**src/source/game_pkg.sv**
```systemverilog
package game_pkg;

    // ----------------------------------------------------------------------
    // screen and launch point
    // ----------------------------------------------------------------------
    localparam int VER_PIXELS = 768;
    localparam int START_X    = 140;
    localparam int START_Y    = 350;
    // physics height where a flight is over
    localparam int FLOOR_Y    = 190;
    localparam int COORD_W    = 12;

    // ----------------------------------------------------------------------
    // physics, all per tick
    // ----------------------------------------------------------------------
    localparam int INIT_VELOCITY = 27;
    localparam int GRAVITY       = 1;
    // percent of the throw force that becomes horizontal speed
    localparam int FORCE_SCALE   = 18;
    localparam int WIND_CENTER   = 50;
    localparam int WIND_MAX      = 5;

    // ----------------------------------------------------------------------
    // obstacles, rows counted from the top of the screen
    // ----------------------------------------------------------------------
    localparam int WALL_LEFT   = 490;
    localparam int WALL_RIGHT  = 534;
    localparam int WALL_TOP    = 241;
    // half the projectile size
    localparam int WALL_MARGIN = 15;

    localparam int TARGET_LEFT   = 867;
    localparam int TARGET_RIGHT  = 1024;
    localparam int TARGET_TOP    = 427;
    localparam int TARGET_BOTTOM = 525;

    // about 20 ms at a 65 MHz pixel clock
    localparam int TICK_CYCLES_DEFAULT = 1300000;

    typedef enum logic [1:0] {IDLE, RISE, FALL, DONE} flight_t;

endpackage

```
**src/source/hit_detect.sv**
```systemverilog
`timescale 1ns/1ps

module hit_detect (
    input  logic                                clk,
    input  logic                                rst,
    input  logic signed [game_pkg::COORD_W-1:0] x_pos,
    input  logic signed [game_pkg::COORD_W-1:0] y_pos,
    output logic                                hit
);

    import game_pkg::*;

    int   row;
    logic in_box;
    logic in_box_d;

    // physics y grows upward, screen rows grow downward
    always_comb begin
        row    = VER_PIXELS - int'(y_pos);
        in_box = row >= TARGET_TOP && row <= TARGET_BOTTOM &&
                 int'(x_pos) >= TARGET_LEFT && int'(x_pos) <= TARGET_RIGHT;
    end

    always_ff @(posedge clk or posedge rst) begin
        if (rst) begin
            in_box_d <= 1'b0;
            hit      <= 1'b0;
        end else begin
            in_box_d <= in_box;
            // entry edge only
            hit      <= in_box && !in_box_d;
        end
    end

endmodule

```
**config.mk**
```make
export PLATFORM = sky130hd
export DESIGN_NAME = hit_detect
export DESIGN_NICKNAME = d
export VERILOG_FILES = /design/src/source/game_pkg.sv /design/src/source/hit_detect.sv
export SDC_FILE = /design/constraint.sdc
export NUM_CORES = 1
export LEC_CHECK = 0
export ABC_AREA = 1
export BUFFER_PORTS_ARGS = -buffer_cell sky130_fd_sc_hd__buf_2
export CORE_MARGIN = 5
export CORE_UTILIZATION = 46
export CTS_BUF_LIST = sky130_fd_sc_hd__clkbuf_16
export DETAILED_ROUTE_END_ITERATION = 8
export GPL_TIMING_DRIVEN = 0
export HOLD_SLACK_MARGIN = 0.03
export PLACE_DENSITY = 0.78
export SYNTH_ARGS = -nofsm -noshare
export SYNTH_HDL_FRONTEND = slang
export SYNTH_SLANG_ARGS = --single-unit
```
**constraint.sdc**
```tcl
create_clock -name clk -period 0.8 [get_ports clk]
set_input_delay 0.04 -clock clk [delete_from_list [all_inputs] [get_ports clk]]
set_output_delay 0.04 -clock clk [all_outputs]
set_load 0.02 [all_outputs]
```
==> metrics.csv <==
metric,value,unit
outcome,finished with violations,
failing checks,negative setup slack,
Final period util,1.27,
logic gate share of total power,0.296,
Port Buffers,26,
Final setup viols,2,
DIE AREA,0.00218,mm²
sequential area share after synthesis,0.0808,
asr flop ratio synth,1.00,
leakage power,0.558,nW
critical-path maximum fanout,6,
first-pass GRT wire length,2610,µm
Fmax,985,MHz
slowest cell on the critical path,nor2_2,
layout cell share with drive strength beyond 1,0.340,
worst hold slack,0.204,ns
Yosys cell types,18,
"Hold Vio Cnt, Final",0,
switching power,317,µW
"EDFF count, synth",0,
Post-Syn Area,619,µm²
die height,46.7,µm
fillers,116,
# nets final,187,
largest net degree at the start of global routing,7,
PnR worst setup slack,-0.216,ns
Clk pwr share,0.618,
Critical Path Start Type,input pin,
Placed Cells,166,
CP arrival,1.17,ns
root buffer selected by CTS,clkbuf_16,
sequential share of power,0.086,
Slew HR,0.889,
Synth top cells by count,"47 x nand2_1, 21 x inv_1, 16 x nor2_1",
Placer Congestion,0.821,
CTS HTree Levels,1,
final std cells w/o fill,171,
CP peak stage delay,0.15,ns
Synth Instances,125,
RSZ-0062 raised after global routing,true,
Clock transition at path regs,0.03,ns
min cycle time layout,1.02,ns
"count leader, synth",nand2_1,
syn nets,154,
GRT overflow,0,
cell row count,13,
CP bufs+invs,4,
via count,803,
multi-input logic area,514,µm²
crit-path cells,buf_8 -> inv_12 -> buf_4 -> nand2_1 -> nor2_1 -> nand2_1 -> nand2_1 -> nand2_1 -> nand2_1 -> nor2_2 -> inv_1 -> nand2_1 -> nand2_2 -> nor2_2,
CTS tree,done,
Sw Share,0.261,
Post-DRT Antenna Nets,0,
DIE WIDTH,46.7,µm
TritonCTS Buffers,3,
worst-skew pair later-pin latency,0.22,ns
synthesized flop and latch total,2,
syn avg cell area,4.95,µm²
vias in the first global route,675,
CP most frequent cell,nand2_1,
DRT Pass-1 Iters,6,
peak supply drop,0.789,mV
# diodes,0,
Initial Utilization,0.482,
Post-synth top flop,dfrtp_1,
Synth area leaders,"nand2_1 28%, inv_1 13%, nand3_1 11%",
total length of routed wires,1670,µm
num ports,27,
GRT Overall Usage,0.166,
P_int,895,µW
post-synth top area share,0.285,
Hold Crit Class,in2reg,
crit path capture type,flop,
"CP delay by family, top",simple AND/OR/NAND/NOR gates,
Synth area leader,nand2_1,
crit path kind,in2reg,
DP Wirelength,1310,µm
max-slew violations,0,
Post-route DRC,0,
area growth from synthesis to layout,53.3,%
worst-case clock skew,0.00211,ns
CTS Buffer Depth,2,
drt via density,4.70,
CTS sink count,2,
FF/Latch Area,50.0,µm²
Power per Cell Area,1280,mW/mm²
Critical Path RT,0.95,ns
Worst Tran Pin Value,0.166,ns
Synth Warn #,0,
max-cap viol count,0,
antenna violations before repair,0,
drt initial violations,17,
core area,0.00128,mm²
wire per inst,9.78,µm
stage by stage:
step / util / total power [mW] / instance area (µm²) / setup WS (ns) / setup TNS (ns)
global route: 0.739 / 1.27 / 950 / -0.342 / -0.648
finish: 0.739 / 1.21 / 950 / -0.216 / -0.406
global placement: 0.634 / 0.424 / 815 / -0.513 / -1.02
CTS: 0.729 / 1.21 / 937 / -0.219 / -0.414
floorplan: - / 0.304 / 666 / -0.168 / -0.313
detailed placement: 0.634 / 0.430 / 815 / -0.526 / -1.04
power groups by stage:
stage                     logic [mW]  clock network (mW)  registers [mW]
after floorplan                0.198                   0           0.106
after global placement         0.320                   0           0.105
after detailed placement       0.325                   0           0.105
after CTS                      0.352               0.758           0.104
after global routing           0.403               0.764           0.104
final                          0.359               0.749           0.104
what timing repair did:
item | 4_1_cts | 5_1_grt
setup endpoints to repair | 2 | 2
gates resized for setup | 9 | 4
endpoints found under the hold margin | 2 | 0
pin swaps | 2 | 2
buffers inserted | 1 | 0
hold buffers | 1 | 0
cells by family after synthesis:
group,Yosys count,share of synthesized area
and+or+nand+nor,91,0.663
buffers and inverters,24,0.145
AOI/OAI and AO/OA,5,0.0505
adders and majority gates,3,0.0606
DFF,2,0.0808
sequential cells by signal, summed over array words and instances, names as in the netlist:
name	flops
hit	1
in_box_d	1
per-layer routing:
metal | GRT usage | vias up | part of all wire
li1 | - | 440 | -
met1 | 0.181 | 345 | 0.39
met2 | 0.313 | 16 | 0.55
met3 | 0.0117 | 2 | 0.045
met4 | 0.0829 | 0 | 0.015
met5 | 0 | - | 0
cells in the final DEF, fill, tap and decap left out, types with 3 or more instances in the layout:
master	instances
buf_2	24
clkbuf_16	3
inv_1	20
nand2_1	44
nand2_2	7
nand3_1	12
nor2_1	14
nor2_2	5
nor2_4	3
cell type report:
cell class                 count  area share
clock buffer                   3      0.0791
inverter                      24       0.125
multi-input combinational     99       0.542
sequential                     2      0.0527
tap                           15      0.0198
timing repair buffer          28       0.182
worst min-delay path, stage by stage:
cell and delay, ns:
buf_2 0.07, nor2_1 0.03, nand3_1 0.09, a21oi_2 0.05, nand2_2 0.07, nor2_2 0.03
path summary, 6_finish.rpt:
path / start / to / slack (ns) / cells past startpoint
max in group asynchronous: rst / hit / 0.47 / 3
worst max register to register: in_box_d / hit / 0.29 / 1
min in group asynchronous: rst / in_box_d / 0.22 / 3
worst min-delay path: x_pos[11] / hit / 0.20 / 6
worst min register to register: in_box_d / hit / 0.40 / 1
worst max-delay path: y_pos[0] / hit / -0.22 / 14
Power figures use the tool's default switching activity.
