==> src/source/game_pkg.sv <==
package game_pkg;

    // ----------------------------------------------------------------------
    // screen and launch point
    // ----------------------------------------------------------------------
    localparam int VER_PIXELS = 768;
    localparam int START_X    = 140;
    localparam int START_Y    = 350;
    // physics height where a flight is over
    localparam int FLOOR_Y    = 190;
    localparam int COORD_W    = 12;

    // ----------------------------------------------------------------------
    // physics, all per tick
    // ----------------------------------------------------------------------
    localparam int INIT_VELOCITY = 27;
    localparam int GRAVITY       = 1;
    // percent of the throw force that becomes horizontal speed
    localparam int FORCE_SCALE   = 18;
    localparam int WIND_CENTER   = 50;
    localparam int WIND_MAX      = 5;

    // ----------------------------------------------------------------------
    // obstacles, rows counted from the top of the screen
    // ----------------------------------------------------------------------
    localparam int WALL_LEFT   = 490;
    localparam int WALL_RIGHT  = 534;
    localparam int WALL_TOP    = 241;
    // half the projectile size
    localparam int WALL_MARGIN = 15;

    localparam int TARGET_LEFT   = 867;
    localparam int TARGET_RIGHT  = 1024;
    localparam int TARGET_TOP    = 427;
    localparam int TARGET_BOTTOM = 525;

    // about 20 ms at a 65 MHz pixel clock
    localparam int TICK_CYCLES_DEFAULT = 1300000;

    typedef enum logic [1:0] {IDLE, RISE, FALL, DONE} flight_t;

endpackage

==> src/source/throw_ctl.sv <==
`timescale 1ns/1ps

module throw_ctl (
    input  logic                                clk,
    input  logic                                rst,
    input  logic                                enable,
    input  logic                                tick,
    input  logic signed [game_pkg::COORD_W-1:0] drift,
    output logic signed [game_pkg::COORD_W-1:0] x_pos,
    output logic signed [game_pkg::COORD_W-1:0] y_pos,
    output logic                                throw_done
);

    import game_pkg::*;

    flight_t state;

    // ticks since launch or since the apex
    logic        [COORD_W-1:0] t_cnt;
    logic signed [COORD_W-1:0] x_org;
    logic signed [COORD_W-1:0] y_org;

    int t_next;
    int x_calc;
    int y_calc;
    int row_now;
    int row_calc;

    logic                      apex;
    logic                      in_wall_now;
    logic                      in_wall_next;
    logic                      hold_x;
    logic                      on_wall_top;
    logic                      at_floor;
    logic signed [COORD_W-1:0] x_step;
    logic signed [COORD_W-1:0] y_step;
    logic signed [COORD_W-1:0] x_fall;

    // ----------------------------------------------------------------------
    // closed-form trajectory for the coming tick
    // ----------------------------------------------------------------------
    always_comb begin
        t_next = int'(t_cnt) + 1;
        x_calc = int'(x_org) + int'(drift) * t_next;
        y_calc = int'(y_org) - (GRAVITY * t_next * t_next) / 2;
        if (state == RISE) begin
            y_calc = y_calc + INIT_VELOCITY * t_next;
        end
        x_step = COORD_W'(x_calc);
        y_step = COORD_W'(y_calc);

        // vertical speed used up
        apex = (INIT_VELOCITY - GRAVITY * t_next) <= 0;

        row_now  = VER_PIXELS - int'(y_pos);
        row_calc = VER_PIXELS - y_calc;

        // against the wall face, below its top
        in_wall_now = int'(x_pos) >= WALL_LEFT - WALL_MARGIN &&
                      int'(x_pos) <= WALL_RIGHT + WALL_MARGIN;
        hold_x = row_now > WALL_TOP && in_wall_now;
        x_fall = hold_x ? x_pos : x_step;

        in_wall_next = int'(x_fall) >= WALL_LEFT - WALL_MARGIN &&
                       int'(x_fall) <= WALL_RIGHT + WALL_MARGIN;
        on_wall_top  = row_calc <= WALL_TOP && row_calc >= WALL_TOP - WALL_MARGIN &&
                       in_wall_next;
        at_floor     = y_calc <= FLOOR_Y;
    end

    // ----------------------------------------------------------------------
    // flight FSM
    // ----------------------------------------------------------------------
    always_ff @(posedge clk or posedge rst) begin
        if (rst) begin
            state      <= IDLE;
            t_cnt      <= '0;
            x_pos      <= COORD_W'(START_X);
            y_pos      <= COORD_W'(START_Y);
            throw_done <= 1'b0;
        end else begin
            case (state)
                IDLE: begin
                    throw_done <= 1'b0;
                    t_cnt      <= '0;
                    x_pos      <= COORD_W'(START_X);
                    y_pos      <= COORD_W'(START_Y);
                    if (enable) begin
                        state <= RISE;
                    end
                end

                RISE: begin
                    if (tick) begin
                        x_pos <= x_step;
                        y_pos <= y_step;
                        if (apex) begin
                            // restart the clock from the top of the arc
                            state <= FALL;
                            t_cnt <= '0;
                        end else begin
                            t_cnt <= t_cnt + 1'b1;
                        end
                    end
                end

                FALL: begin
                    if (tick) begin
                        x_pos <= x_fall;
                        y_pos <= y_step;
                        if (at_floor || on_wall_top) begin
                            state <= DONE;
                        end else begin
                            t_cnt <= t_cnt + 1'b1;
                        end
                    end
                end

                DONE: begin
                    throw_done <= 1'b1;
                    x_pos      <= COORD_W'(START_X);
                    y_pos      <= COORD_W'(START_Y);
                    // wait for enable to drop before rearming
                    if (!enable) begin
                        state <= IDLE;
                    end
                end

                default: state <= IDLE;
            endcase
        end
    end

    // origin of the current phase
    always_ff @(posedge clk) begin
        if (state == IDLE) begin
            x_org <= COORD_W'(START_X);
            y_org <= COORD_W'(START_Y);
        end else if (state == RISE && tick && apex) begin
            x_org <= x_step;
            y_org <= y_step;
        end
    end

endmodule

==> config.mk <==
export PLATFORM = sky130hd
export DESIGN_NAME = throw_ctl
export DESIGN_NICKNAME = d
export VERILOG_FILES = /design/src/source/game_pkg.sv /design/src/source/throw_ctl.sv
export SDC_FILE = /design/constraint.sdc
export NUM_CORES = 1
export LEC_CHECK = 0
export ABC_AREA = 1
export BUFFER_PORTS_ARGS = -buffer_cell sky130_fd_sc_hd__buf_2
export CELL_PAD_IN_SITES_DETAIL_PLACEMENT = 0
export CELL_PAD_IN_SITES_GLOBAL_PLACEMENT = 1
export CORE_ASPECT_RATIO = 0.7
export CORE_UTILIZATION = 35
export CTS_CLUSTER_DIAMETER = 60
export DETAILED_ROUTE_END_ITERATION = 8
export PLACE_DENSITY = 0.66
export SLEW_MARGIN = 10
export SYNTH_ARGS = -nofsm -noshare
export SYNTH_HDL_FRONTEND = slang
export SYNTH_SLANG_ARGS = --single-unit
==> constraint.sdc <==
create_clock -name clk -period 11.5 [get_ports clk]
set_clock_uncertainty 0.15 [all_clocks]
set_input_delay 0 -clock clk [delete_from_list [all_inputs] [get_ports clk]]
set_output_delay 0 -clock clk [all_outputs]
set_load 0.01 [all_outputs]
==> flow_metrics.env <==
export IMPL_combPwrFrac_pct=74.4
export IMPL_num_antenna_cells=0
export IMPL_final_cells=3430
export IMPL_power_switching_mw=1.42
export IMPL_crit_end="t_cnt[9]"
export IMPL_finalHoldViolCount=0
export IMPL_grt_pass1_vias=15400
export IMPL_synth_compound_area_share_pct=6.95
export IMPL_p_seq_share_pct=12.8
export IMPL_synth_edf_count=0
export IMPL_antenna_found_initial=1
export IMPL_route_detailed_vias_per_inst=4.78
export IMPL_tightest_slew_ns=0.860
export IMPL_vdd_ir_drop_max_uv=103
export IMPL_start_util_pct=35.8
export IMPL_cts_buffers=9
export IMPL_placed_cell_area_um2=18900
export IMPL_dpl_cell_count=3411
export IMPL_mostFrequentLayoutCells="nand2_1, inv_1, ha_1"
export IMPL_synthesis_area_um2=17800
export IMPL_power_leakage_nw=11.1
export IMPL_synthSimpleGateAreaFrac_pct=30.9
export IMPL_clkSlewWorstSetupHoldPaths_ns=0.06
export IMPL_arrival_ns=10.69
export IMPL_die_h_um=191
export IMPL_grt_pass1_wl_mm=86.0
export IMPL_r2r_start="t_cnt[2]"
export IMPL_grt_use_total_pct=21.3
export IMPL_cts_tree="done"
export IMPL_final_min_clock_period_ns=10.57
export IMPL_async_reset_ff_share_pct=61.9
export IMPL_status="complete, no violations"
export IMPL_critPathRequiredTime_ns=11.62
export IMPL_endpoint_kind="flip-flop"
export IMPL_grt_overflow=0
export IMPL_io_pins=41
export IMPL_synthXorXnorAreaFrac_pct=3.49
export IMPL_crit_slowest_cell="fa_1"
export IMPL_maxSlewViolCount=0
export IMPL_slew_headroom_pct=42.5
export IMPL_hp_class="in2async"
export IMPL_syn_area_per_cell_um2=6.59
export IMPL_startpoint="t_cnt[2]"
export IMPL_synth_adder_area_share_pct=35.3
export IMPL_dr_pass1_iters=5
export IMPL_drcViolationCount=0
export IMPL_power_density_nw_per_um2=128
export IMPL_post_dp_hpwl_mm=47.7
export IMPL_ant_nets=0
export IMPL_synth_top_family_by_area="adder cells"
export IMPL_clock_sinks=63
export IMPL_muxShareOfSynthArea_pct=0.0632
export IMPL_root_buffer="clkbuf_16"
export IMPL_worst_setup_path_start_kind="flip-flop"
export IMPL_reg2regPathDepth=60
export IMPL_rrSetupSlack_ns=0.93
export IMPL_fmax_mhz=94.6
export IMPL_ys_ff_latch=63
export IMPL_path_max_fanout=13
export IMPL_wirelength_mm=54.6
export IMPL_drive_gt1_share_pct=8.28
export IMPL_ctsHtreeMaxLevel=3
export IMPL_period_share_pct=91.9
export IMPL_final_common_cell="nand2_1"
export IMPL_wl_per_cell_um=15.9
export IMPL_synthFlopType="dfrtp_1"
export IMPL_crit_top_cell="nand2_1"
export IMPL_yosys_warnings=0
export IMPL_timing_rr_end="t_cnt[9]"
export IMPL_portBuffers=40
export IMPL_critPathMaxStageDelay_ns=0.53
export IMPL_core_area_um2=49800
export IMPL_syn_inst=2702
export IMPL_gp_congestion=0.915
export IMPL_ys_types=53
export IMPL_setup_viol=0
export IMPL_areaGrowthSynthToFinish_pct=8.71
export IMPL_grt_max_degree=40
export IMPL_num_vias=16400
export IMPL_die_area_um2=51800
export IMPL_ys_seq_area_share_pct=8.24
export IMPL_final_area_um2=19400
export IMPL_drt_iter0_drc=1178
export IMPL_max_clock_path_buffers=2
export IMPL_die_w_um=272
export IMPL_num_rows=68
export IMPL_power_frac_clock_pct=12.8
export IMPL_critPathKind="reg2reg"
export IMPL_rsz0062_at_grt="false"
export IMPL_clk_latency_ns=0.33
export IMPL_finalNetCount=3179
export IMPL_swShare_pct=57.4
export IMPL_p_int_mw=1.06
export IMPL_max_cap_violations=0
export IMPL_setup_tns_final_ns=0
state kept, by name, indices dropped and copies added (netlist names):
signal	cells
x_org	12
state	2
x_pos	12
y_pos	12
t_cnt	12
throw_done	1
y_org	12
repair_timing:
item,in CTS,in global routing
gates resized for setup,0,19
hold endpoints to repair,35,0
endpoints found under the setup margin,0,14
hold buffers,3,0
buffers inserted,0,0
synthesized netlist by cell type (all sizes together), types with 9 or more instances:
cell type / number / share of area (%)
xnor2: 25 / 1.2
nand3: 191 / 5.8
xor2: 46 / 2.3
o21ai: 46 / 1.3
ha: 237 / 17
buf: 12 / 0.50
clkbuf: 23 / 0.48
clkinv: 10 / 0.22
nor3: 11 / 0.39
nand2: 755 / 17
dfstp: 9 / 1.3
o21bai: 12 / 0.51
nand4: 51 / 1.8
dfxtp: 24 / 2.7
a21oi: 107 / 3.1
dfrtp: 30 / 4.2
o211ai: 10 / 0.42
inv: 653 / 14
fa: 166 / 19
nor2: 222 / 5.4
worst min-delay path by stage:
stage | from | to | slack (ns) | depth (start not counted)
4_1_cts | rst | y_pos[0] | 0.20 | 4
3_5_place_dp | rst | y_pos[0] | 0.02 | 3
3_3_place_gp | rst | x_pos[0] | 0.002 | 3
2_1_floorplan | tick | y_pos[2] | -0.07 | 1
5_1_grt | rst | y_pos[0] | 0.26 | 4
6_report | rst | y_pos[0] | 0.19 | 4
critical path, delay by kind of cell, from the launching register on:
family	cells	cell delay, ns
AOI/OAI and AO/OA	4	0.71
DFF	1	0.52
adders and majority gates	9	3.86
buffers and inverters	10	0.84
xor gates and xnor gates	1	0.10
and+or+nand+nor	36	4.28
final cells by class:
| type | instances | area, µm² |
|---|---|---|
| Clock buffer | 9 | 225 |
| Clock inverter | 7 | 120 |
| Fill cell | 5397 | 30400 |
| Inverter | 663 | 2490 |
| Multi-Input combinational cell | 1948 | 13700 |
| Sequential cell | 63 | 1470 |
| Tap cell | 665 | 832 |
| Timing Repair Buffer | 75 | 470 |
routing by layer:
metal | part of all wire, % | track usage [%]
met5 | 0.024 | 0
met4 | 0.93 | 2.48
met3 | 6.2 | 3.35
met2 | 37 | 28.6
met1 | 56 | 35.1
through the flow:
step	setup WS (ns)	hold WS, ns	power (mW)	util, %
finish	0.931	0.191	2.48	38.9
global route	0.0380	0.256	2.75	38.9
CTS	0.443	0.204	2.48	38.8
detailed placement	0.490	0.0168	2.14	38.0
global placement	0.588	0.00210	2.13	38.0
floorplan	1.74	-0.0740	1.62	-
logic make-up after synthesis:
family          count (synthesis)
xor+xnor                       71
simple gates                 1251
compound gates                213
mux                             1
fa+ha+maj                     403
flops                          63
buf+inv                       698
other cells                     2
power groups by stage:
stage | clock (mW) | combinational [mW] | sequential [mW]
floorplan | 0 | 1.30 | 0.326
global placement | 0 | 1.81 | 0.318
detailed placement | 0 | 1.82 | 0.320
CTS | 0.324 | 1.84 | 0.316
global route | 0.336 | 2.09 | 0.323
finish | 0.319 | 1.85 | 0.317
No activity file was read; power rests on OpenSTA's default activity.
