## config.mk

```make
export PLATFORM = sky130hd
export DESIGN_NAME = tick_timer
export DESIGN_NICKNAME = d
export VERILOG_FILES = /design/src/source/game_pkg.sv /design/src/source/tick_timer.sv
export SDC_FILE = /design/constraint.sdc
export NUM_CORES = 1
export LEC_CHECK = 0
export BUFFER_PORTS_ARGS = -buffer_cell sky130_fd_sc_hd__buf_2
export CELL_PAD_IN_SITES_DETAIL_PLACEMENT = 1
export CELL_PAD_IN_SITES_GLOBAL_PLACEMENT = 1
export CORE_MARGIN = 2
export CORE_UTILIZATION = 30
export CTS_BUF_LIST = sky130_fd_sc_hd__clkbuf_4 sky130_fd_sc_hd__clkbuf_8
export DETAILED_ROUTE_END_ITERATION = 8
export PLACE_DENSITY = 0.58
export SETUP_SLACK_MARGIN = 0.1
export SLEW_MARGIN = 20
export SYNTH_ARGS = -nofsm -noshare
export SYNTH_HDL_FRONTEND = slang
export SYNTH_SLANG_ARGS = --single-unit
```

## constraint.sdc

```tcl
create_clock -name clk -period 2 [get_ports clk]
set_input_delay 0.3 -clock clk [delete_from_list [all_inputs] [get_ports clk]]
set_output_delay 0.3 -clock clk [all_outputs]
set_load 0.005 [all_outputs]
```

## src/source/game_pkg.sv

```systemverilog
package game_pkg;

    // ----------------------------------------------------------------------
    // screen and launch point
    // ----------------------------------------------------------------------
    localparam int VER_PIXELS = 768;
    localparam int START_X    = 140;
    localparam int START_Y    = 350;
    // physics height where a flight is over
    localparam int FLOOR_Y    = 190;
    localparam int COORD_W    = 12;

    // ----------------------------------------------------------------------
    // physics, all per tick
    // ----------------------------------------------------------------------
    localparam int INIT_VELOCITY = 27;
    localparam int GRAVITY       = 1;
    // percent of the throw force that becomes horizontal speed
    localparam int FORCE_SCALE   = 18;
    localparam int WIND_CENTER   = 50;
    localparam int WIND_MAX      = 5;

    // ----------------------------------------------------------------------
    // obstacles, rows counted from the top of the screen
    // ----------------------------------------------------------------------
    localparam int WALL_LEFT   = 490;
    localparam int WALL_RIGHT  = 534;
    localparam int WALL_TOP    = 241;
    // half the projectile size
    localparam int WALL_MARGIN = 15;

    localparam int TARGET_LEFT   = 867;
    localparam int TARGET_RIGHT  = 1024;
    localparam int TARGET_TOP    = 427;
    localparam int TARGET_BOTTOM = 525;

    // about 20 ms at a 65 MHz pixel clock
    localparam int TICK_CYCLES_DEFAULT = 1300000;

    typedef enum logic [1:0] {IDLE, RISE, FALL, DONE} flight_t;

endpackage

```

## src/source/tick_timer.sv

```systemverilog
`timescale 1ns/1ps

module tick_timer #(
    parameter int TICK_CYCLES = game_pkg::TICK_CYCLES_DEFAULT
) (
    input  logic clk,
    input  logic rst,
    output logic tick
);

    // one spare bit so the count never overflows for small divisors
    logic [$clog2(TICK_CYCLES + 1)-1:0] count;
    logic                               last;

    assign last = (int'(count) == TICK_CYCLES - 1);

    always_ff @(posedge clk or posedge rst) begin
        if (rst) begin
            count <= '0;
        end else if (last) begin
            count <= '0;
        end else begin
            count <= count + 1'b1;
        end
    end

    // strobe on the wrap cycle only
    assign tick = last;

endmodule

```

==> results.yml, run 1 <==
pwr:
  pwr_density_cell_nw_per_um2: 541.3
  leakagePower_nw: 0.5084
  total_power_mw: 0.6535
  irDropWorstVdd_uv: 165.1
yosys:
  ys_warn_count: 0
  ys_seq_elements: 21
  synthesis.nets: 101
  syn_area_um2: 1008
  synth_cells: 98
  yosysSeqAreaShare_pct: 52.11
  synth.avg_cell_area_um2: 10.29
  ys_types: 27
die:
  start_util_pct: 30.70
  die_h_um: 61.98
  pin_count: 3
  coreArea_um2: 3284
  die_w_um: 61.98
  die-area_um2: 3842
  num_rows: 21
critical_path:
  crit_required_ns: 1.70
  cp_slowest_cell: "or4b_4"
  end_kind: "output pin"
  setup.worst_path.start_class: "flip-flop"
  worstPathArrival_ns: 1.71
  critPathMaxFanout: 2
  path_cells: "or4b_4 -> nor4_2 -> and4_1 -> buf_2"
  worstSetupPathType: "reg2out"
  cpPeakStageDelay_ns: 0.51
grt:
  grt_pass1_wl_mm: 3.691
  grt_use_met3_pct: 3.106
  grtUsageTotal_pct: 13.78
  grt_max_degree: 22
  globalRouteMet2Util_pct: 21.88
  grt.overflow.total: 0
  busiest_layer: "met2"
  met1_usage_pct: 17.81
  grt_antenna_before_repair: 0
  grt_pass1_vias: 793
detailed_routing:
  drtIter0Drc: 8
  vias: 776
  drc: 0
  drt-pass1-iter-count: 4
  via_per_inst: 4.881
  ant_nets: 0
  finalWirelength_mm: 2.249
  wl_per_cell_um: 14.14
placed_design:
  placed_area_um2: 1122
  gp_congestion: 0.7152
  io_buffer_count: 2
  hpwl_mm: 1.658
run:
  cap_violations: 0
sta:
  rsz0062_at_grt: "true"
  postLayoutSetupSlackWorst_ns: -0.007999
  fmax_ghz: 0.4980
  timing.final.crit_share_pct: 100.4
  hold_viol: 0
  post-route-min-period_ns: 2.008
  final-setup-viol-count: 1
  finalMaxSlewViolations: 0
  slew_headroom_pct: 76.59
  fin_skew_ns: 0.002147
  worstMarginPinSlew_ns: 0.3480
outcome:
  violations: "negative setup slack"
  outcome: "finished with violations"
clocking:
  path_clk_slew_ns: 0.11
  cts_tree: "done"
  clockBufferDepth: 2
  cts_hold_buf: 0
  root_buffer: "clkbuf_4"
  clkSinkCount: 21
  h-tree-depth: 1
  cts_buffers: 3
  clkLatencyLatePin_ns: 0.30
min_path:
  hold_path.class: "in2async"
layout:
  top_regs: "count (21)"
  nFillCells: 384
  drive_above_1_share_pct: 25.66
  nets: 117
  postLayoutCellArea_um2: 1207
  largest_reg_flops: 21
  area_delta_synth_final_pct: 19.73
  top_register: "count"
  diodes: 0
  regArea_um2: 526.8
  multi_input_area_um2: 481.7
-- final cells by class --
class                           instances  area share [%]
Inverter                                5           1.554
Timing Repair Buffer                   13           7.668
Clock buffer                            4           2.487
Tap cell                               46           4.767
Multi-Input combinational cell         70           39.90
Sequential cell                        21           43.63
-- cells in the final DEF, fill, tap and decap left out, types with 2 or more instances in the layout --
| master | count |
|---|---|
| dfrtp_1 | 20 |
| or4_4 | 2 |
| nand3_1 | 8 |
| and4_1 | 2 |
| buf_4 | 11 |
| clkbuf_4 | 4 |
| xnor2_1 | 10 |
| nand2_1 | 4 |
| inv_1 | 5 |
| nor3_1 | 4 |
| nand4_1 | 4 |
| nor2_1 | 12 |
| a21oi_2 | 2 |
| buf_2 | 2 |
| xor2_1 | 7 |
| nor4_1 | 2 |
-- kinds of logic after synthesis --
logic type	Yosys count	share of synthesized area, %
simple gates	48	26.43
flops	21	52.11
xor+xnor	17	14.76
buf+inv	7	2.853
compound gates	4	2.605
fa+ha+maj	1	1.240
-- critical path: cells and delay by family, from the launching register on --
family                 cells  cell delay (ns)
flip-flops                 1             0.42
AND/OR/NAND/NOR            3             0.87
buffers and inverters      1             0.11
-- synthesized netlist by cell type --
| master | count | area (um2) |
|---|---|---|
| nor4b_1 | 1 | 8.760 |
| and4_1 | 2 | 17.52 |
| nand4_2 | 1 | 12.51 |
| o21ai_0 | 1 | 5.000 |
| or4b_2 | 1 | 10.01 |
| buf_2 | 1 | 5.000 |
| a21oi_2 | 1 | 8.760 |
| nor3_1 | 4 | 20.02 |
| or3_1 | 2 | 12.51 |
| xnor2_1 | 10 | 87.58 |
| nor2_1 | 13 | 48.80 |
| clkbuf_2 | 1 | 5.000 |
| nor4_1 | 3 | 18.77 |
| o31ai_1 | 1 | 7.510 |
| nand2_1 | 4 | 15.01 |
| or2_2 | 1 | 6.260 |
| dfrtp_1 | 21 | 525.5 |
| and3_1 | 1 | 6.260 |
| nor2b_1 | 1 | 6.260 |
| a21oi_1 | 1 | 5.000 |
| xor2_1 | 7 | 61.31 |
| inv_1 | 5 | 18.77 |
| nand3_1 | 8 | 40.04 |
| nand4_1 | 4 | 25.02 |
| or4_4 | 1 | 11.26 |
| ha_1 | 1 | 12.51 |
| or4_1 | 1 | 7.510 |
-- through the flow --
stage               util [%]  cells  hold WS (ns)   TNS (ns)  setup WS, ns
floorplan                  -     98        0.2765          0        0.1556
global placement       34.17    151        0.3496          0        0.1859
detailed placement     34.17    151        0.3509          0        0.1682
CTS                    35.77    157      0.009806   -0.03449      -0.03449
global route           36.76    159       0.01005    -0.1080       -0.1080
finish                 36.76    159      0.001459  -0.007999     -0.007999
-- power breakdown --
group          leakage, nW  internal [mW]  switching [mW]
combinational        0.211        0.00214         0.00837
clock               0.0184         0.0913           0.127
sequential           0.279          0.424               0
total                0.508          0.518           0.136
-- routing by layer --
metal,vias to the layer above,part of all wire [%],routed length [um]
met5,-,0,0
met3,4,1.5,33
met4,0,2.3,52
li1,368,-,-
met2,8,48,1085
met1,396,48,1078
-- what timing repair did --
| item | in CTS | in global routing |
|---|---|---|
| endpoints found under the setup margin | 1 | 2 |
| pin swaps | 2 | 5 |
| resized for setup | 2 | 5 |
| setup buffers | 2 | 2 |
-- final timing paths --
path	cells after the start	to	start	slack, ns
max reg2reg	5	count[20]	count[1]	0.18
min reg2reg	1	count[19]	count[19]	0.53
min	3	count[7]	rst	0.001
min in group clk	1	count[19]	count[19]	0.53
max	4	tick	count[5]	-0.008
max in group asynchronous	3	count[5]	rst	1.77
Note: power is estimated with default switching activity, not from simulation.
==> run 2, diff against run 1 <==
ABC_AREA = 1   (was not set)
PLACE_DENSITY = 0.61   (was 0.58)
==> run 2 against run 1 <==
The run now ends clean; routed wire length up 52%; global-route usage grew 1.6 points; fmax is 12% higher; critical path depth rose by 4; flip-flop and latch count unchanged; area after synthesis increased by 31%; clock power increased by 33%; cell count increased by 58%; die area is 29% higher; register-to-register slack gained 0.41 ns; critical endpoint unchanged; largest power group unchanged.
==> results.yml, run 2 <==
outcome:
  outcome: "complete, no violations"
pwr:
  pwr_density_cell_nw_per_um2: 479.9
  irDropWorstVdd_uv: 263.0
  swShare_pct: 22.20
  intPower_mw: 0.5657
  power.switching_mw: 0.1614
  leakagePower_nw: 0.7567
  sequentialPowerShare_pct: 58.3
  combPwrFrac_pct: 1.5
  clkPwrFrac_pct: 40.2
layout:
  area_delta_synth_final_pct: 14.90
  drive_above_1_share_pct: 19.10
  layout_common_cells: "nor2_1, nand2_1, inv_1"
  diodes: 0
  top_regs: "count (21)"
  nets: 203
  nFillCells: 558
  largest_reg_flops: 21
  postLayoutCellArea_um2: 1515
  top_register: "count"
  final_common_cell: "nor2_1"
  utilization_pct: 35.29
placed_design:
  hpwl_mm: 2.711
  placed_area_um2: 1401
  io_buffer_count: 2
  gp_congestion: 0.8572
die:
  die_w_um: 70.30
  die_h_um: 70.30
  start_util_pct: 30.71
  pin_count: 3
  die-area_um2: 4942
  coreArea_um2: 4294
  num_rows: 24
yosys:
  synth_most_common_cell: "nor2_1"
  synthesis.nets: 188
  synth.avg_cell_area_um2: 7.128
  synth-main-ff-cell: "dfrtp_1"
  yosys.area.top_type_share_pct: 39.85
  synth_top_area_cell: "dfrtp_1"
  ys_warn_count: 0
  syn_area_um2: 1319
  synth_commonest_cells: "nor2_1, nand2_1, inv_1, dfrtp_1, nand3_1"
  ys_types: 19
  synth_area_leaders: "dfrtp_1, nor2_1, nand2_1, inv_1, nand3_1"
  synth_cells: 185
  synth-edff-count: 0
  yosysSeqAreaShare_pct: 39.85
  ys_seq_elements: 21
  synthArstFlopShare_pct: 100.0
sta:
  fmax_ghz: 0.5556
  fin_skew_ns: 0.002570
  timing.setup.tns_ns: 0
  post-route-min-period_ns: 1.800
  finalMaxSlewViolations: 0
  rsz0062_at_grt: "false"
  final-setup-viol-count: 0
  hold_viol: 0
  slew_headroom_pct: 80.94
  worstMarginPinSlew_ns: 0.2859
  timing.final.crit_share_pct: 90.00
clocking:
  clkSinkCount: 21
  clockBufferDepth: 2
  root_buffer: "clkbuf_8"
  path_clk_slew_ns: 0.08
  cts_buffers: 3
  clkLatencyLatePin_ns: 0.27
  h-tree-depth: 1
  cts_tree: "done"
grt:
  grt.overflow.total: 0
  grt_max_degree: 22
  grt_antenna_before_repair: 0
  grt_pass1_vias: 1237
  grtUsageTotal_pct: 15.39
  grt_pass1_wl_mm: 6.009
critical_path:
  critPathMaxFanout: 6
  worstPathArrival_ns: 1.50
  end_kind: "output pin"
  crit_required_ns: 1.70
  worstSetupPathType: "reg2out"
  startpoint: "count[0]"
  r2r_start: "count[0]"
  setup.worst_path.start_class: "flip-flop"
detailed_routing:
  ant_nets: 0
  drc: 0
  wl_per_cell_um: 13.65
  drt-pass1-iter-count: 4
  finalWirelength_mm: 3.425
  drtIter0Drc: 46
  via_per_inst: 4.594
  vias: 1153
min_path:
  hold_path.class: "in2async"
run:
  cap_violations: 0
## run 2: cell types whose count changed after synthesis, moves of 3 or more
cell     change
nand2_1     +36
nor2_1      +31
inv_1       +24
xnor2_1      -9
nand3_1      +6
nor2_4       +6
nor2_2       +5
nand2_2      +4
nor3_1       -4
nor4_1       -3
## run 2: worst max-delay path: stages, from the launching register on
cell,delay [ns]
dfrtp_1,0.37
ha_2,0.22
nand2_4,0.09
inv_2,0.07
nand2_1,0.07
nor2_2,0.10
nand3_2,0.13
inv_1,0.08
buf_2,0.11
## run 2: area by class of cell
| class | instances | area, um2 | share of cell area [%] |
|---|---|---|---|
| Multi-Input combinational cell | 134 | 695.7 | 45.91 |
| Sequential cell | 21 | 525.5 | 34.68 |
| Inverter | 30 | 112.6 | 7.432 |
| Timing Repair Buffer | 10 | 70.07 | 4.624 |
| Tap cell | 52 | 65.06 | 4.294 |
| Clock buffer | 3 | 41.29 | 2.725 |
| Clock inverter | 1 | 5.005 | 0.3303 |
## run 2: worst paths after layout
check,endpoint,slack [ns],cells past startpoint
worst min register to register,count[19],0.53,1
worst min-delay path,count[14],0.05,3
max in group asynchronous,count[19],1.72,3
min in group clk,count[19],0.53,1
worst max register to register,count[20],0.59,9
worst max-delay path,tick,0.20,8
## run 2: routing by layer
metal / GRT usage, % / wire length [um] / vias to the layer above
met5: 0 / 0 / -
met4: 2.991 / 19 / 0
met3: 3.030 / 115 / 3
met2: 25.79 / 1607 / 12
met1: 20.63 / 1682 / 551
li1: - / - / 587
## run 2: cells by family after synthesis
kind of cell,share of synthesized area [%]
AND/OR/NAND/NOR,41.65
buffers and inverters,8.538
flip-flops,39.85
XOR/XNOR,5.978
AO/OA/AOI/OAI,3.036
adder cells (fa/ha/maj),0.9486
## run 2: per-stage QoR
stage	cells	worst slack (ns)	hold slack, ns	power, mW
6_report	251	0.2000	0.04705	0.7271
5_1_grt	251	0.07291	0.08230	0.7667
4_1_cts	246	0.1268	0.05606	0.7464
3_5_place_dp	240	0.3374	0.3536	0.4446
3_3_place_gp	240	0.4189	0.3506	0.4444
2_1_floorplan	185	0.5971	0.2765	0.4390
## run 2: power by group through the flow
| stage | sequential, mW | combinational, mW | clock (mW) |
|---|---|---|---|
| 2_1_floorplan | 0.433 | 0.00635 | 0 |
| 3_3_place_gp | 0.433 | 0.0118 | 0 |
| 3_5_place_dp | 0.433 | 0.0120 | 0 |
| 4_1_cts | 0.424 | 0.0121 | 0.310 |
| 5_1_grt | 0.424 | 0.0134 | 0.329 |
| 6_report | 0.424 | 0.0110 | 0.292 |
## run 2: what timing repair did
item                       in CTS  in global routing
resized for setup               1                  4
buffers inserted                2                  5
setup endpoints to repair       1                  1
hold buffers                    0                  0
pin swaps                       0                  3
==> run 3, diff against run 2 <==
HOLD_SLACK_MARGIN = 0.06   (was not set)
==> run 3 against run 2 <==
Count of clock-buffer cells in the layout stayed put; register-to-register slack hardly changed; worst hold slack better by 0.49 ns; routed wire length is 0.70% higher; via count is 0.35% higher; clock power hardly changed.
==> results.yml, run 3 (same netlist as run 2, synthesis figures left out) <==
critical_path:
  cp_slowest_cell: "dfrtp_1"
  path_cells: "ha_2 -> nand2_4 -> inv_2 -> nand2_1 -> nor2_2 -> nand3_2 -> inv_1 -> buf_2"
  crit_required_ns: 1.70
  path_buf_inv: 3
  cpPeakStageDelay_ns: 0.37
  setup.worst_path.start_class: "flip-flop"
  critPathMaxFanout: 6
  reg2reg_slack_ns: 0.58
  worstPathArrival_ns: 1.51
  worstSetupPathType: "reg2out"
  end_kind: "output pin"
  cpLargestDelayFamily: "simple AND/OR/NAND/NOR gates"
layout:
  top_regs: "count (21)"
  utilization_pct: 35.52
  layout_common_cells: "nor2_1, nand2_1, inv_1"
  final_common_cell: "nor2_1"
  top_register: "count"
  area_delta_synth_final_pct: 15.65
  diodes: 0
  nets: 204
  largest_reg_flops: 21
  drive_above_1_share_pct: 19.00
  postLayoutCellArea_um2: 1525
  fin_cells: 252
clocking:
  cts_tree: "done"
  path_clk_slew_ns: 0.08
  clkSinkCount: 21
  h-tree-depth: 1
  clkLatencyLatePin_ns: 0.27
  cts_buffers: 3
  root_buffer: "clkbuf_8"
  clockBufferDepth: 2
detailed_routing:
  drc: 0
  wl_met2_mm: 1.614
  ant_nets: 0
  drtIter0Drc: 39
  route.met3.wl_um: 76
  routed.top_layer: "met4"
  vias: 1157
  via_per_inst: 4.591
  finalWirelength_mm: 3.449
  wl_per_cell_um: 13.69
  wl_met1_mm: 1.738
  drt-pass1-iter-count: 4
grt:
  grtUsageTotal_pct: 15.39
  grt.overflow.total: 0
  grt_pass1_wl_mm: 6.009
  grt_antenna_before_repair: 0
  grt_max_degree: 22
  grt_pass1_vias: 1237
sta:
  slew_headroom_pct: 80.73
  finalMaxSlewViolations: 0
  rsz0062_at_grt: "false"
  hold-worst-slack_ns: 0.5334
  postLayoutSetupSlackWorst_ns: 0.1914
  post-route-min-period_ns: 1.809
  final-setup-viol-count: 0
  fin_skew_ns: 0.002262
  timing.setup.tns_ns: 0
  hold_viol: 0
  fmax_ghz: 0.5529
  timing.final.crit_share_pct: 90.43
  worstMarginPinSlew_ns: 0.2891
pwr:
  pwr_density_cell_nw_per_um2: 478.0
  irDropWorstVdd_uv: 263.0
  leakagePower_nw: 0.7609
  total_power_mw: 0.7291
die:
  die_w_um: 70.30
  num_rows: 24
  pin_count: 3
  die-area_um2: 4942
  die_h_um: 70.30
  start_util_pct: 30.71
  coreArea_um2: 4294
placed_design:
  io_buffer_count: 2
  dp_cells: 240
  placed_area_um2: 1401
  gp_congestion: 0.8572
  place_ws_ns: 0.3374
  hpwl_mm: 2.711
outcome:
  outcome: "complete, no violations"
min_path:
  hold_path.class: "reg2reg"
run:
  cap_violations: 0
run 3: changes by cell type in the layout (fill, tap and decap cells not counted), sizes merged:
cell         delta
dlygate4sd3     +1
run 3: final timing paths:
check / start / endpoint / cells after the start
setup / recovery: count[0] / tick / 8
hold / removal: count[19] / count[19] / 1
setup reg to reg: count[0] / count[20] / 9
hold reg to reg: count[19] / count[19] / 1
max in group asynchronous: rst / count[19] / 4
min in group asynchronous: rst / count[14] / 4
run 3: area by class of cell:
type                       instances  area (um2)
tap                               52       65.06
multi-input combinational        134       695.7
clock buffer                       3       41.29
timing repair buffer              11       80.08
sequential                        21       525.5
clock inverter                     1       5.005
inverter                          30       112.6
fill                             557        2769
run 3: worst reg2reg max path, stage by stage (launching register included):
cell     delay (ns)
dfrtp_1        0.37
ha_2           0.22
nand2_4        0.09
inv_2          0.07
nand2_1        0.07
nor2_2         0.10
nand3_2        0.14
buf_4          0.17
nand2_1        0.06
nor2_1         0.04
run 3: repair_timing:
action,4_1_cts,5_1_grt
hold endpoints to repair,12,0
hold buffers,1,0
pin swaps,0,3
setup endpoints to repair,1,1
resized for setup,1,4
buffers inserted,2,5
gates cloned,0,0
run 3: power breakdown:
group | internal (mW) | total, mW | leakage (nW) | switching [mW]
clock network | 0.139 | 0.293 | 0.0255 | 0.153
registers | 0.424 | 0.424 | 0.279 | 0
logic | 0.00340 | 0.0125 | 0.456 | 0.00910
run 3: layer usage:
| layer | vias up | GRT usage, % |
|---|---|---|
| met5 | - | 0 |
| met4 | 0 | 2.991 |
| met3 | 3 | 3.030 |
| met2 | 7 | 25.79 |
| met1 | 558 | 20.63 |
| li1 | 589 | - |
